## src/prog_config.svh

```systemverilog
`ifndef PROG_CONFIG_SVH
`define PROG_CONFIG_SVH

// clock cycles per serial bit, must be 4 or more
`define PROG_CLKS_PER_BIT 16

// instruction memory address width in words
`define PROG_ICCM_AW 12

// word that ends a programming run; it is never written
`define PROG_END_WORD 32'h0000_0FFF

`endif
```

## src/prog_pkg.sv

```systemverilog
`default_nettype none

`include "prog_config.svh"

package prog_pkg;

  // one serial byte
  typedef logic [7:0] byte_t;

  // one instruction word
  typedef logic [31:0] word_t;

  // word address into the ICCM
  typedef logic [`PROG_ICCM_AW-1:0] iccm_addr_t;

  // bit period counter of the receiver
  typedef logic [15:0] baud_cnt_t;

  // programming controller states
  typedef enum logic [1:0] {
    PROG_COLLECT,
    PROG_WRITE,
    PROG_DONE
  } prog_state_e;

endpackage

`default_nettype wire

```

## src/iccm_controller.sv

```systemverilog
`default_nettype none

`include "prog_config.svh"

module iccm_controller (
  input  logic                 clock,
  input  logic                 arst_n_i,
  input  logic                 rx_dv_i,
  input  prog_pkg::byte_t      rx_byte_i,
  output logic                 we_o,
  output prog_pkg::iccm_addr_t waddr_o,
  output prog_pkg::word_t      wdata_o,
  output logic                 core_hold_o
);

  import prog_pkg::*;

  localparam word_t END_WORD = `PROG_END_WORD;

  prog_state_e state_q;
  logic [1:0]  byte_cnt_q;
  iccm_addr_t  addr_q;
  word_t       word_q;
  logic        byte_last;
  logic        end_word;

  assign byte_last = (byte_cnt_q == 2'd3);
  assign end_word  = (word_q == END_WORD);

  always_ff @(posedge clock or negedge arst_n_i) begin
    if (!arst_n_i) begin
      state_q    <= PROG_COLLECT;
      byte_cnt_q <= '0;
      addr_q     <= '0;
    end else begin
      case (state_q)
        PROG_COLLECT: begin
          if (rx_dv_i) begin
            // counter wraps to zero after the fourth byte
            byte_cnt_q <= byte_cnt_q + 2'd1;
            if (byte_last) begin
              state_q <= PROG_WRITE;
            end
          end
        end
        PROG_WRITE: begin
          if (end_word) begin
            state_q <= PROG_DONE;
          end else begin
            addr_q  <= addr_q + 1'b1;
            state_q <= PROG_COLLECT;
          end
        end
        PROG_DONE: begin
          // stays here until reset
          state_q <= PROG_DONE;
        end
        default: begin
          state_q <= PROG_COLLECT;
        end
      endcase
    end
  end

  // new byte enters at the top, first byte ends up in bits 7:0
  always_ff @(posedge clock) begin
    if (state_q == PROG_COLLECT && rx_dv_i) begin
      word_q <= {rx_byte_i, word_q[31:8]};
    end
  end

  // end word is never written
  assign we_o        = (state_q == PROG_WRITE) && !end_word;
  assign waddr_o     = addr_q;
  assign wdata_o     = word_q;
  assign core_hold_o = (state_q != PROG_DONE);

endmodule

`default_nettype wire

```

## config.mk

```make
export PLATFORM = sky130hd
export DESIGN_NAME = iccm_controller
export DESIGN_NICKNAME = d
export VERILOG_FILES = /design/src/prog_pkg.sv /design/src/iccm_controller.sv
export VERILOG_INCLUDE_DIRS = /design/src
export SDC_FILE = /design/constraint.sdc
export NUM_CORES = 1
export LEC_CHECK = 0
export BUFFER_PORTS_ARGS = -buffer_cell sky130_fd_sc_hd__clkbuf_2
export CORE_UTILIZATION = 45
export DETAILED_ROUTE_END_ITERATION = 7
export GPL_ROUTABILITY_DRIVEN = 0
export GPL_TIMING_DRIVEN = 0
export PLACE_DENSITY_LB_ADDON = 0.08
export SLEW_MARGIN = 30
export SYNTH_ARGS = -nofsm -noshare
export SYNTH_HDL_FRONTEND = slang
export SYNTH_SLANG_ARGS = --single-unit
export TNS_END_PERCENT = 100
```

## constraint.sdc

```tcl
create_clock -name clock -period 4.1 [get_ports clock]
set_clock_uncertainty 0.05 [all_clocks]
set_input_delay 0.615 -clock clock [delete_from_list [all_inputs] [get_ports clock]]
set_output_delay 0.615 -clock clock [all_outputs]
set_load 0.02 [all_outputs]
```

======== Word level (Yosys, flattened, before mapping) ========
Cells that the tools add are included.
W data, S select, Z words.
storage, ports and cells
  register bits ........................... 48
  word-level logic and storage cells ...... 25
  output and inout bits ................... 46
  bits of input ports ..................... 11
cells by class
  reduce and logical (&&, ||, !) cells .... 7
  bitwise operators ....................... 1
  muxes and demuxes ....................... 4
  eq/ne operators ......................... 7
  $add $sub $neg .......................... 2
operators with widths
  operator                 count
  $eq A32 B12 Y1 const B   1
  $add A12 B1 Y12 const B  1
  $mux W2                  3
  $ne A2 B2 Y1 const B     3
  $pmux W2 S3              1
  $reduce_and A2 Y1        3
  $eq A2 B2 Y1 const B     2
  $add A2 B1 Y2 const B    1
  $eq A2 B1 Y1 const B     1
  $logic_and A1 B1 Y1      2
  $logic_not A2 Y1         1
  $logic_not A1 Y1         1
  $not A1 Y1               1

======== Depth between registers and ports, before layout ========
  word-level depth ........................ 4
  mapped depth ............................ 5
  depth with buffers taken out ............ 5

======== Least setup slack after synthesis ========
No wires, ideal clock.
  path kind ............................... input to register
  from .................................... input port rx_dv_i
  to ...................................... register byte_cnt_q[1]
  required time ........................... 3.925 ns
  setup time .............................. 0.125 ns
  setup slack ............................. 0.259 ns
  arrival time ............................ 3.666 ns
  path buffers ............................ 0
  stages .................................. 2
  cells stage by stage .................... nor3b_1 > mux2_2
on the way
  longest elaborated chain between the ends .. 1
RTL lines
  item                                RTL line               RTL
  start, declared                     iccm_controller.sv:8   input logic rx_dv_i,
  $reduce_and A2 Y1 (no source line)  n/a
  end signal, assigned                iccm_controller.sv:40  byte_cnt_q <= byte_cnt_q + 2'd1;
  end, declared                       iccm_controller.sv:21  logic [1:0] byte_cnt_q;
Every way passes these cells.
A chain may end at the register's enable or synchronous reset.

======== Worst setup path in the final report ========
  from .................................... register word_q[13], in the netlist wdata_o[13]
  to ...................................... output port we_o
on the way
  longest elaborated chain between the ends .. 3
RTL lines
  item                    RTL line               RTL
  start, declared         iccm_controller.sv:23  word_t word_q;
  start signal, assigned  iccm_controller.sv:68  word_q <= {rx_byte_i, word_q[31:8]};
  $eq A32 B12 Y1          iccm_controller.sv:28  assign end_word = (word_q == END_WORD);
  $logic_not A1 Y1        iccm_controller.sv:73  assign we_o = (state_q == PROG_WRITE) && !end_word;
  $logic_and A1 B1 Y1     iccm_controller.sv:73
  end, declared           iccm_controller.sv:10  output logic we_o,
Every way passes these cells.

==> summary by stage <==
Yosys
The synthesized netlist devotes 10.6% of its cell area to simple gates. The synthesized-area fraction occupied by adder cells is 1.35%. In this run, distinct cell masters in the synthesized netlist total 25. The average footprint of a synthesized cell is 17.5 µm². The warning count from the yosys run is 0. The synthesized netlist devotes 5.67% of its cell area to XOR and XNOR gates.

The synthesized netlist devotes 6.62% of its cell area to compound gates. The mux cell area share after synthesis is 1.42%. The cell area that synthesis handed to floorplanning was 1850 µm². Of the synthesized area, sequential elements account for 73.5%. The number of nets handed over by synthesis was 119.

After technology mapping, the gate count stands at 106. Counting flops and latches in the post-synthesis netlist gives 48. After synthesis, the largest family of logic cells by area is simple AND/OR/NAND/NOR gates.

Setup path
The critical path in this run is classified as register to output port. STA puts the critical path data required time at 3.43 ns. STA classifies the critical path endpoint as an output port.

The critical path startpoint category is a register. The data arrival time at the worst-slack endpoint is 1.97 ns. The biggest fanout along the worst timing path is 3.

Worst hold path
The classification of the worst-slack hold path is input pin to asynchronous set/reset pin.

Timing
In the finished design, the share of the clock period the worst path needs comes to 64.4%. The count of final max-slew check failures is 0. The worst setup slack after layout is 1.46 ns. The slew at the pin closest to its max-slew limit is 0.742 ns. The setup-violating endpoint count in the final report is 0.

Setup repair after global routing left no endpoint under its margin. The peak clock frequency supported by timing is 379 MHz. The max-slew headroom at the worst pin is 50.3%. The final number of hold-violating endpoints is 0. For the final routed database, the setup TNS stands at 0 ns. The minimum clock period after layout is 2.64 ns.

Global route
The largest net degree at the start of global routing is 17. The global-route track usage on met1 is 19.4%. The final global-route overflow total is 0.

met2 is the most crowded layer. The number of global-route vias before repair was 1058. The number of antenna violations at the first check in global routing is 0. For met2 alone, demand over resource in global routing was 24.2%. Global routing used 15.8% of the available tracks across all layers.

The met3 track demand over resource in global routing is 5.86%. The wire length of the first global-routing pass is 4.89 mm.

CTS
The insertion delay of the later-clocked pin in the worst-skew pair is 0.31 ns. In this run the number of H-tree levels came out at 2. TritonCTS built the clock tree. The post-cts sizing count is 0.

In this run the deepest clock path goes through 2 buffers. The buffers inserted during post-CTS setup optimization is 0. After clock tree synthesis, the clock-pin slew on the worst setup and hold paths is 0.10 ns. TritonCTS created 5 clock buffers. The tree built by TritonCTS fans out to 48 sinks. The quantity of hold-fixing buffers added after cts is 0. The tree is rooted in a sky130_fd_sc_hd__clkbuf_8.

Final layout
The area of combinational cells with multiple inputs is 480 µm². The fill cell instance count of the final layout is 298. In the layout the commonest cells are sky130_fd_sc_hd__clkbuf_2, sky130_fd_sc_hd__edfxtp_1, sky130_fd_sc_hd__dfrtp_1. The area occupied by registers is 1360 µm².

The layout net count is 185. The fraction of final layout cells sized beyond drive strength 1 is 48.0%. The most common cell after layout, fill and taps aside is sky130_fd_sc_hd__clkbuf_2. The area growth from synthesis to layout is 24.6%.

0 antenna diodes ended up in the layout.

Placement
The number of buffers added on ports is 56. The post-place setup slack is 1.77 ns. The wire-length estimate of the detail-placed layout is 2.32 mm.

Power
The cell area power density is 537 nW/µm². The leakage power of the design is 1.02 nW. The maximum VDD drop is 0.311 mV.

Route
After detailed routing, the number of vias per cell comes to 5.03. Once detail routing completed, the nets flagged for antenna violations numbered 0. The pre-antenna-repair detailed-routing pass consisted of 4 iterations. The per-cell routed wire length is 14.1 µm. Summed over all layers, the routed wires come to 3.11 mm.

The number of design-rule violations left by the first detailed-router iteration is 73. The via total after detailed routing is 1111. For this run, design rule violations remaining after detail routing come to 0.

Die
The core region area is 3800 µm². The floorplan has 22 rows. The effective utilization at floorplan is 48.8%.

In this run the count of I/O pins placed on the die edge is 57. The die footprint is 4380 µm². The die extent in y is 66.2 µm.

The die is 66.2 µm wide.

Run
Max-cap violations in this run came to 0.

Outcome
The flow ran to the end, and the final reports show no timing, DRC or antenna violations.
[critical path, cell delays in order (launching register included)]
cell and delay [ns]:
sky130_fd_sc_hd__edfxtp_1 0.43, sky130_fd_sc_hd__or4b_4 0.56, sky130_fd_sc_hd__nor4_4 0.35, sky130_fd_sc_hd__a21oi_2 0.15, sky130_fd_sc_hd__clkbuf_2 0.18
[metrics by stage]
stage	instance area (µm²)	hold WS, ns	power, mW	utilization, %	cells
global placement	2190	0.409	0.961	57.7	210
floorplan	1850	0.269	0.869	-	106
CTS	2310	0.178	1.25	60.8	221
detailed placement	2220	0.412	0.982	58.5	213
finish	2310	0.164	1.24	60.8	221
global route	2310	0.189	1.31	60.8	221
[final timing paths]
kind,from,cells past startpoint,slack [ns],endpoint
max,wdata_o[13],4,1.46,we_o
min,arst_n_i,1,0.16,waddr_o[3]
max reg2reg,wdata_o[13],5,2.08,waddr_o[10]
min reg2reg,waddr_o[11],1,0.43,waddr_o[11]
max in group asynchronous,arst_n_i,1,3.53,waddr_o[10]
min in group clock,waddr_o[11],1,0.43,waddr_o[11]
[cells by family after synthesis]
| kind of cell | count (synthesis) |
|---|---|
| flops | 48 |
| simple gates | 29 |
| xor+xnor | 12 |
| compound gates | 11 |
| buf+inv | 2 |
| mux | 2 |
| fa+ha+maj | 2 |
[area by class of cell]
| cell class | count | area share (%) |
|---|---|---|
| clock inverters | 3 | 0.813 |
| flip-flops and latches | 48 | 59.0 |
| multi-input cells | 56 | 20.8 |
| repair buffers | 59 | 13.1 |
| plain buffers | 2 | 0.705 |
| clock buffers | 5 | 2.98 |
| well taps | 48 | 2.60 |
[routing by layer]
layer	share of wire (%)	routed length [µm]
met5	0	0
met4	2.3	72
met3	5.9	182
met2	46	1420
met1	46	1430
[sequential cells by signal, summed over array words and instances, names as in the netlist]
name        count
wdata_o        32
waddr_o        12
byte_cnt_q      2
state_q         2
[where the power goes]
group,internal (mW),total (mW),switching [mW]
registers,0.621,0.690,0.0693
logic,0.100,0.277,0.177
clock network,0.118,0.273,0.155
[cells in the mapped netlist]
| library cell | number | area (µm²) |
|---|---|---|
| sky130_fd_sc_hd__edfxtp_1 | 32 | 961 |
| sky130_fd_sc_hd__dfrtp_1 | 16 | 400 |
| sky130_fd_sc_hd__xor2_1 | 12 | 105 |
| sky130_fd_sc_hd__nand4_1 | 6 | 37.5 |
| sky130_fd_sc_hd__a21oi_2 | 5 | 43.8 |
| sky130_fd_sc_hd__nand2_1 | 5 | 18.8 |
| sky130_fd_sc_hd__nor4_1 | 4 | 25.0 |
| sky130_fd_sc_hd__a2111oi_2 | 3 | 45.0 |
| sky130_fd_sc_hd__nand3_1 | 3 | 15.0 |
| sky130_fd_sc_hd__a211oi_2 | 2 | 25.0 |
| sky130_fd_sc_hd__and4_1 | 2 | 17.5 |
| sky130_fd_sc_hd__ha_1 | 2 | 25.0 |
| sky130_fd_sc_hd__nand2b_1 | 2 | 12.5 |
| sky130_fd_sc_hd__a2111oi_0 | 1 | 8.76 |
| sky130_fd_sc_hd__and2_1 | 1 | 6.26 |
| sky130_fd_sc_hd__and3_1 | 1 | 6.26 |
| sky130_fd_sc_hd__buf_2 | 1 | 5.00 |
| sky130_fd_sc_hd__buf_6 | 1 | 11.3 |
| sky130_fd_sc_hd__mux2_2 | 1 | 11.3 |
| sky130_fd_sc_hd__mux2_4 | 1 | 15.0 |
| sky130_fd_sc_hd__nand4b_1 | 1 | 8.76 |
| sky130_fd_sc_hd__nor2b_1 | 1 | 6.26 |
| sky130_fd_sc_hd__nor3b_1 | 1 | 7.51 |
| sky130_fd_sc_hd__nor4_4 | 1 | 21.3 |
| sky130_fd_sc_hd__or4b_4 | 1 | 13.8 |
Power figures use the tool's default switching activity.
