`config.mk`:
```
export PLATFORM = sky130hd
export DESIGN_NAME = uart_rx
export DESIGN_NICKNAME = d
export VERILOG_FILES = /design/src/prog_pkg.sv /design/src/uart_rx.sv
export VERILOG_INCLUDE_DIRS = /design/src
export SDC_FILE = /design/constraint.sdc
export NUM_CORES = 1
export LEC_CHECK = 0
export ABC_CLOCK_PERIOD_IN_PS = 3700
export BUFFER_PORTS_ARGS = -buffer_cell sky130_fd_sc_hd__buf_2
export CORE_MARGIN = 1.5
export CORE_UTILIZATION = 55
export DETAILED_ROUTE_END_ITERATION = 6
export GPL_TIMING_DRIVEN = 1
export PLACE_DENSITY = 0.75
export SETUP_SLACK_MARGIN = 0.1
export SYNTH_ARGS = -nofsm -noshare
export SYNTH_HDL_FRONTEND = slang
export SYNTH_SLANG_ARGS = --single-unit
```
`constraint.sdc`:
```
create_clock -name clock -period 3.7 [get_ports clock]
set_input_delay 0.74 -clock clock [delete_from_list [all_inputs] [get_ports clock]]
set_output_delay 0.74 -clock clock [all_outputs]
set_load 0.1 [all_outputs]
```
`src/prog_config.svh`:
```
`ifndef PROG_CONFIG_SVH
`define PROG_CONFIG_SVH

// clock cycles per serial bit, must be 4 or more
`define PROG_CLKS_PER_BIT 16

// instruction memory address width in words
`define PROG_ICCM_AW 12

// word that ends a programming run; it is never written
`define PROG_END_WORD 32'h0000_0FFF

`endif
```
`src/prog_pkg.sv`:
```
`default_nettype none

`include "prog_config.svh"

package prog_pkg;

  // one serial byte
  typedef logic [7:0] byte_t;

  // one instruction word
  typedef logic [31:0] word_t;

  // word address into the ICCM
  typedef logic [`PROG_ICCM_AW-1:0] iccm_addr_t;

  // bit period counter of the receiver
  typedef logic [15:0] baud_cnt_t;

  // programming controller states
  typedef enum logic [1:0] {
    PROG_COLLECT,
    PROG_WRITE,
    PROG_DONE
  } prog_state_e;

endpackage

`default_nettype wire

```
`src/uart_rx.sv`:
```
`default_nettype none

`include "prog_config.svh"

module uart_rx #(
  parameter int CLKS_PER_BIT = `PROG_CLKS_PER_BIT
) (
  input  logic            clock,
  input  logic            arst_n_i,
  input  logic            rx_i,
  output logic            rx_dv_o,
  output prog_pkg::byte_t rx_byte_o
);

  import prog_pkg::*;

  typedef enum logic [2:0] {
    RX_IDLE,
    RX_START,
    RX_DATA,
    RX_STOP,
    RX_WAIT_IDLE
  } rx_state_e;

  // last count of a full bit and of half a bit
  localparam baud_cnt_t BIT_LAST  = baud_cnt_t'(CLKS_PER_BIT - 1);
  localparam baud_cnt_t HALF_LAST = baud_cnt_t'(CLKS_PER_BIT / 2 - 1);

  logic      rx_meta;
  logic      rx_sync;
  rx_state_e state_q;
  baud_cnt_t cnt_q;
  logic [2:0] bit_idx_q;
  logic      rx_dv_q;
  byte_t     shift_q;
  logic      bit_tick;
  logic      half_tick;

  // two flop synchronizer, line idles high
  always_ff @(posedge clock or negedge arst_n_i) begin
    if (!arst_n_i) begin
      rx_meta <= 1'b1;
      rx_sync <= 1'b1;
    end else begin
      rx_meta <= rx_i;
      rx_sync <= rx_meta;
    end
  end

  assign bit_tick  = (cnt_q == BIT_LAST);
  assign half_tick = (cnt_q == HALF_LAST);

  always_ff @(posedge clock or negedge arst_n_i) begin
    if (!arst_n_i) begin
      state_q   <= RX_IDLE;
      cnt_q     <= '0;
      bit_idx_q <= '0;
      rx_dv_q   <= 1'b0;
    end else begin
      rx_dv_q <= 1'b0;
      case (state_q)
        RX_IDLE: begin
          cnt_q     <= '0;
          bit_idx_q <= '0;
          // falling edge starts a frame
          if (!rx_sync) begin
            state_q <= RX_START;
          end
        end
        RX_START: begin
          if (half_tick) begin
            cnt_q <= '0;
            // glitch if the line went back high
            if (!rx_sync) begin
              state_q <= RX_DATA;
            end else begin
              state_q <= RX_IDLE;
            end
          end else begin
            cnt_q <= cnt_q + 1'b1;
          end
        end
        RX_DATA: begin
          if (bit_tick) begin
            cnt_q     <= '0;
            bit_idx_q <= bit_idx_q + 1'b1;
            if (bit_idx_q == 3'd7) begin
              state_q <= RX_STOP;
            end
          end else begin
            cnt_q <= cnt_q + 1'b1;
          end
        end
        RX_STOP: begin
          if (bit_tick) begin
            cnt_q <= '0;
            if (rx_sync) begin
              rx_dv_q <= 1'b1;
              state_q <= RX_IDLE;
            end else begin
              // framing error, byte is dropped
              state_q <= RX_WAIT_IDLE;
            end
          end else begin
            cnt_q <= cnt_q + 1'b1;
          end
        end
        RX_WAIT_IDLE: begin
          if (rx_sync) begin
            state_q <= RX_IDLE;
          end
        end
        default: begin
          state_q <= RX_IDLE;
        end
      endcase
    end
  end

  // data bits arrive lsb first
  always_ff @(posedge clock) begin
    if (state_q == RX_DATA && bit_tick) begin
      shift_q <= {rx_sync, shift_q[7:1]};
    end
  end

  assign rx_dv_o   = rx_dv_q;
  assign rx_byte_o = shift_q;

endmodule

`default_nettype wire

```
# [Word-level counts from Yosys, hierarchy flattened]
# Index checks and enable logic that the tools add are counted.
[classes] n_eq_ne=13 muxes=17 n_addsub=2 reduce_logical=7
[ops] op="16-bit case mux with 3 select lines" n=1
[ops] op="16-bit two-way mux" n=2
[ops] op="3-bit two-way mux" n=8
[ops] op="16-bit by 1-bit adder with 16-bit output, second input constant" n=1
[ops] op="16-bit by 3-bit equality test with 1-bit output, second input constant" n=1
[ops] op="16-bit by 4-bit equality test with 1-bit output, second input constant" n=1
[ops] op="3-bit case mux with 5 select lines" n=1
[ops] op="2-bit != test, second input constant" n=6
[ops] op="3-bit by 2-bit equality test with 1-bit output, second input constant" n=2
[ops] op="3-bit equality test, second input constant" n=2
[ops] op="3-bit case mux with 2 select lines" n=1
[ops] op="6-bit AND reduction" n=1
[ops] op="3-bit by 1-bit adder with 3-bit output, second input constant" n=1
[ops] op="3-bit by 1-bit equality test with 1-bit output, second input constant" n=1
[ops] op="3-bit logical NOT" n=1
[ops] op="1-bit two-way mux" n=3
[ops] op="3-bit nonzero test" n=1
[ops] op="2-bit two-way mux" n=1
[ops] op="2-bit AND reduction" n=1
[ops] op="2-bit nonzero test" n=1
[ops] op="2-bit OR reduction" n=1
[ops] op="1-bit logical AND" n=1
[word_totals] out_inout_bits=9 elab_cells=46 register_bits=33

# [Depth between registers and ports, before layout]
[depth] word_depth=4 ltp_mapped=9 mapped_depth_nobuf=6

# [Worst setup path before layout]
# Ideal clock, no wire load.
[synth_timing] kind="reg2reg" start="register cnt_q[0]" end="register shift_q[0] (netlist: rx_byte_o[0]) (enable)" path_stages_with_launch=6 required_ps=3315 t_arrival_ps=1695 setup_slack_ps=1620 path_cell_list="dfrtp_1 -> ha_1 -> and3_1 -> buf_2 -> nand4_2 -> nor3b_1"
[synth_via] elab_chain_len=2
[synth_rtl] element="start, declared" line_no="uart_rx.sv:32" rtl="baud_cnt_t cnt_q;"
[synth_rtl] element="start signal, assigned" line_no="uart_rx.sv:80" rtl="cnt_q <= cnt_q + 1'b1;"
[synth_rtl] element="start signal, assigned" line_no="uart_rx.sv:91" rtl="cnt_q <= cnt_q + 1'b1;"
[synth_rtl] element="start signal, assigned" line_no="uart_rx.sv:105" rtl="cnt_q <= cnt_q + 1'b1;"
[synth_rtl] element="16-bit by 4-bit equality test with 1-bit output" line_no="uart_rx.sv:50" rtl="assign bit_tick = (cnt_q == BIT_LAST);"
[synth_rtl] element="1-bit logical AND" line_no="uart_rx.sv:122" rtl="if (state_q == RX_DATA && bit_tick) begin"
[synth_rtl] element="end signal, assigned" line_no="uart_rx.sv:123" rtl="shift_q <= {rx_sync, shift_q[7:1]};"
[synth_rtl] element="end, declared" line_no="uart_rx.sv:35" rtl="byte_t shift_q;"
# Every way passes these cells.
# A chain may end at the register's enable or synchronous reset.

# [Worst setup path after layout]
[layout_timing] start="register cnt_q[12]" end="register shift_q[1] (netlist: rx_byte_o[1]) (enable)"
# Same word-level chain as after synthesis.

==> results.cfg <==
[layout]
syn_to_final_growth_pct = 6.816
fin_cells = 189
combined_area_of_the_multi_input_logic_cells_um2 = 693.2
num_antenna_cells = 0
final_design_area_no_fill_um2 = 1725
layout-drive-gt1-share_pct = 18.99
num-fill-cells = 236
layout.area.seq_um2 = 868.3
final_net_count = 163

[floorplanning]
floorplan.die_area_um2 = 3271
initial_util_pct = 58.07
placement_rows = 19
dieHeight_um = 57.20
design.portCount = 12
core_area_um2 = 2781
fp.dieW_um = 57.20

[worst_setup_path]
timing.critical_path.cells = nor4_4 -> nand4_2 -> nor3b_1
worstPathBufferInverterCount = 0
cp-start-kind = flip-flop
worst_path_max_delay_cell = sky130_fd_sc_hd__nor3b_1
worstPathMaxFanout = 8
critPathArrivalTime_ns = 2.42
r2r_end = rx_byte_o[1]
kind_of_cell_adding_the_most_delay_to_the_critical_path = simple AND/OR/NAND/NOR gates
crit_required_ns = 3.65
timing.rr.start = cnt_q[12]
ff2ff_path_depth = 3
worst_path_largest_cell_delay_ns = 0.99
ff2ff_setup_slack_ns = 1.22
critPathKind = flip-flop to flip-flop
end_kind = flip-flop

[yosys]
synth-main-ff-cell = sky130_fd_sc_hd__dfrtp_1
synth_seq_area_share_pct = 53.76
syn-cell-area_um2 = 1615
synthesis.nets = 151
post_synthesis_sequential_element_count = 33
syn_avg_cell_area_um2 = 11.14
ys.warnings.count = 0
postSynthCellCount = 145
edff_count_synth = 8
async_flop_share_pct = 75.76
post_synth_num_cell_types = 36

[routing]
drt_iter0_drc = 40
detail_route.wl_per_cell_um = 15.53
drt_first_pass_iters = 4
routed_via_density = 5.984
detail_route.wirelength_um = 2936
total_via_count_in_the_routed_design = 1131
drt.antenna.violating_nets = 0
remaining_drc_errors = 0

[sta]
setup_tns_after_final_layout_ns = 0
fin_ws_ns = 1.225
report.final.slew_viol_count = 0
timing_worst_slew_pin_value_ns = 1.183
rsz0062_at_grt = no
finalSetupViolCount = 0
timing.final.crit_share_pct = 66.89
clock.fmax_mhz = 404.0
timing.final.hold_violations = 0
finalCriticalPeriod_ns = 2.475
finClkSkew_ns = 0.008665
worst_slew_margin_rel_pct = 20.98

[power_and_ir_drop]
power.static_leakage_nw = 0.7497
power.density_nw_per_um2 = 377.4
vdd_drop_max_mv = 0.2886

[clock_tree]
htreeDepth = 2
cts_tree = yes
post_cts_hold_buffer_count = 0
cts_post_setup_buffers_inserted = 0
cts.sinks = 33
clk_transition_reported_paths_ns = 0.10
cts_root_buffer = sky130_fd_sc_hd__clkbuf_4
clock_latency_late_sink_ns = 0.33
total_clock_buffers_created_by_cts = 5
cts_buffer_depth = 2
post_cts.resized_instances = 0

[worst_hold_path]
holdPathEnd = rx_sync
cell_count_of_the_worst_hold_path = 0
hold_path_class = flip-flop to flip-flop
min-delay-start = rx_meta

[global_route]
initial_antenna_violation_count = 0
grt_first_pass_wirelength_um = 5064
grt_pass1_vias = 1129
grt-ovfl-total = 0
pin_count_of_the_biggest_net_entering_global_routing = 26
grt.total_usage_pct = 20.97

[placed_design]
dpl.hpwl_um = 2049
place_congestion = 0.8146
buffer_ports.inserted = 11
total_cell_area_at_the_placement_stage_um2 = 1667
placement.setup.worst_slack_ns = 1.288
dpl.cell_count = 181

[job]
max-cap-violations = 0

[outcome]
outcome = complete, no violations
-- stage by stage --
stage | hold WS, ns | util [%] | total power [W]
2_1_floorplan | 0.3452 | - | 0.0004416
3_3_place_gp | 0.3459 | 59.92 | 0.0004508
3_5_place_dp | 0.3468 | 59.92 | 0.0004527
4_1_cts | 0.3614 | 62.03 | 0.0006600
5_1_grt | 0.3677 | 62.03 | 0.0006829
6_report | 0.3602 | 62.03 | 0.0006511
-- how the worst max path moves through the flow --
stage | startpoint | end | slack (ns) | cells after the start
final | cnt_q[12] | rx_byte_o[1] | 1.22 | 3
after detailed placement | cnt_q[0] | rx_byte_o[1] | 1.29 | 4
after floorplan | cnt_q[0] | rx_byte_o[0] | 1.62 | 5
after global routing | cnt_q[0] | rx_byte_o[0] | 1.05 | 4
after CTS | cnt_q[0] | rx_byte_o[1] | 1.29 | 4
after global placement | cnt_q[0] | rx_byte_o[0] | 1.46 | 4
-- layer usage --
metal / GRT usage, % / vias to the layer above / routed length [um]
met2: 32.35 / 18 / 1495
met3: 8.390 / 4 / 83
met1: 26.82 / 559 / 1331
met5: 0 / - / 0
li1: - / 550 / -
met4: 7.973 / 0 / 26
-- cells in the mapped netlist, drive strengths merged (2+ instances only) --
cell type	n	share of area (%)
inv	3	0.70
ha	3	2.3
o21ai	5	1.5
xnor2	5	2.7
dfrtp	23	36
or2	2	0.77
mux2	2	1.4
a22o	8	4.3
dfstp	2	3.3
clkbuf	3	0.70
a21bo	2	1.2
and3	2	0.77
nor3b	3	1.4
nand3	8	2.5
a21o	3	1.4
nor3	3	0.93
and4	2	1.1
edfxtp	8	15
nor2	15	3.5
buf	3	1.9
a31oi	4	1.5
nor4	3	4.0
a21oi	9	2.8
nand2	12	2.8
nand4	5	2.3
-- state kept, by name (all words and copies together) (netlist names) --
signal	count
cnt_q	16
rx_byte_o	8
bit_idx_q	3
state_q	3
rx_dv_o	1
rx_meta	1
rx_sync	1
-- report_power, final --
part	leakage, nW	internal, W	total [W]	switching (W)
combinational	0.309	0.0000182	0.0000443	0.0000260
clock	0.0326	0.0000937	0.000206	0.000112
sequential	0.408	0.000384	0.000401	0.0000170
-- placed cells by master, fill, tap and decap left out, types with 3 or more instances in the layout --
| master | instances |
|---|---|
| sky130_fd_sc_hd__o21ai_0 | 3 |
| sky130_fd_sc_hd__dfrtp_1 | 23 |
| sky130_fd_sc_hd__a31oi_1 | 4 |
| sky130_fd_sc_hd__nand3_1 | 8 |
| sky130_fd_sc_hd__clkbuf_4 | 5 |
| sky130_fd_sc_hd__inv_1 | 3 |
| sky130_fd_sc_hd__a21oi_1 | 9 |
| sky130_fd_sc_hd__a21o_1 | 3 |
| sky130_fd_sc_hd__ha_1 | 3 |
| sky130_fd_sc_hd__nand4_1 | 4 |
| sky130_fd_sc_hd__xnor2_1 | 5 |
| sky130_fd_sc_hd__buf_2 | 11 |
| sky130_fd_sc_hd__nand2_1 | 12 |
| sky130_fd_sc_hd__edfxtp_1 | 8 |
| sky130_fd_sc_hd__nor4_4 | 3 |
| sky130_fd_sc_hd__nor3_1 | 3 |
| sky130_fd_sc_hd__nor2_1 | 15 |
| sky130_fd_sc_hd__nor3b_1 | 3 |
| sky130_fd_sc_hd__a22o_1 | 8 |
-- kinds of logic after synthesis --
| group | share of synthesized area [%] |
|---|---|
| and+or+nand+nor | 22.31 |
| adders and majority gates | 2.324 |
| xor gates and xnor gates | 3.253 |
| AOI/OAI and AO/OA | 13.63 |
| buffers and inverters | 3.330 |
| DFF | 53.76 |
| muxes | 1.394 |
-- cell type report --
type,instances,share of cell area [%]
Timing Repair Buffer,11,3.191
Clock buffer,8,3.408
Inverter,3,0.6526
Sequential cell,33,50.33
Tap cell,31,2.248
Multi-Input combinational cell,103,40.17
Note: power is estimated with default switching activity, not from simulation.
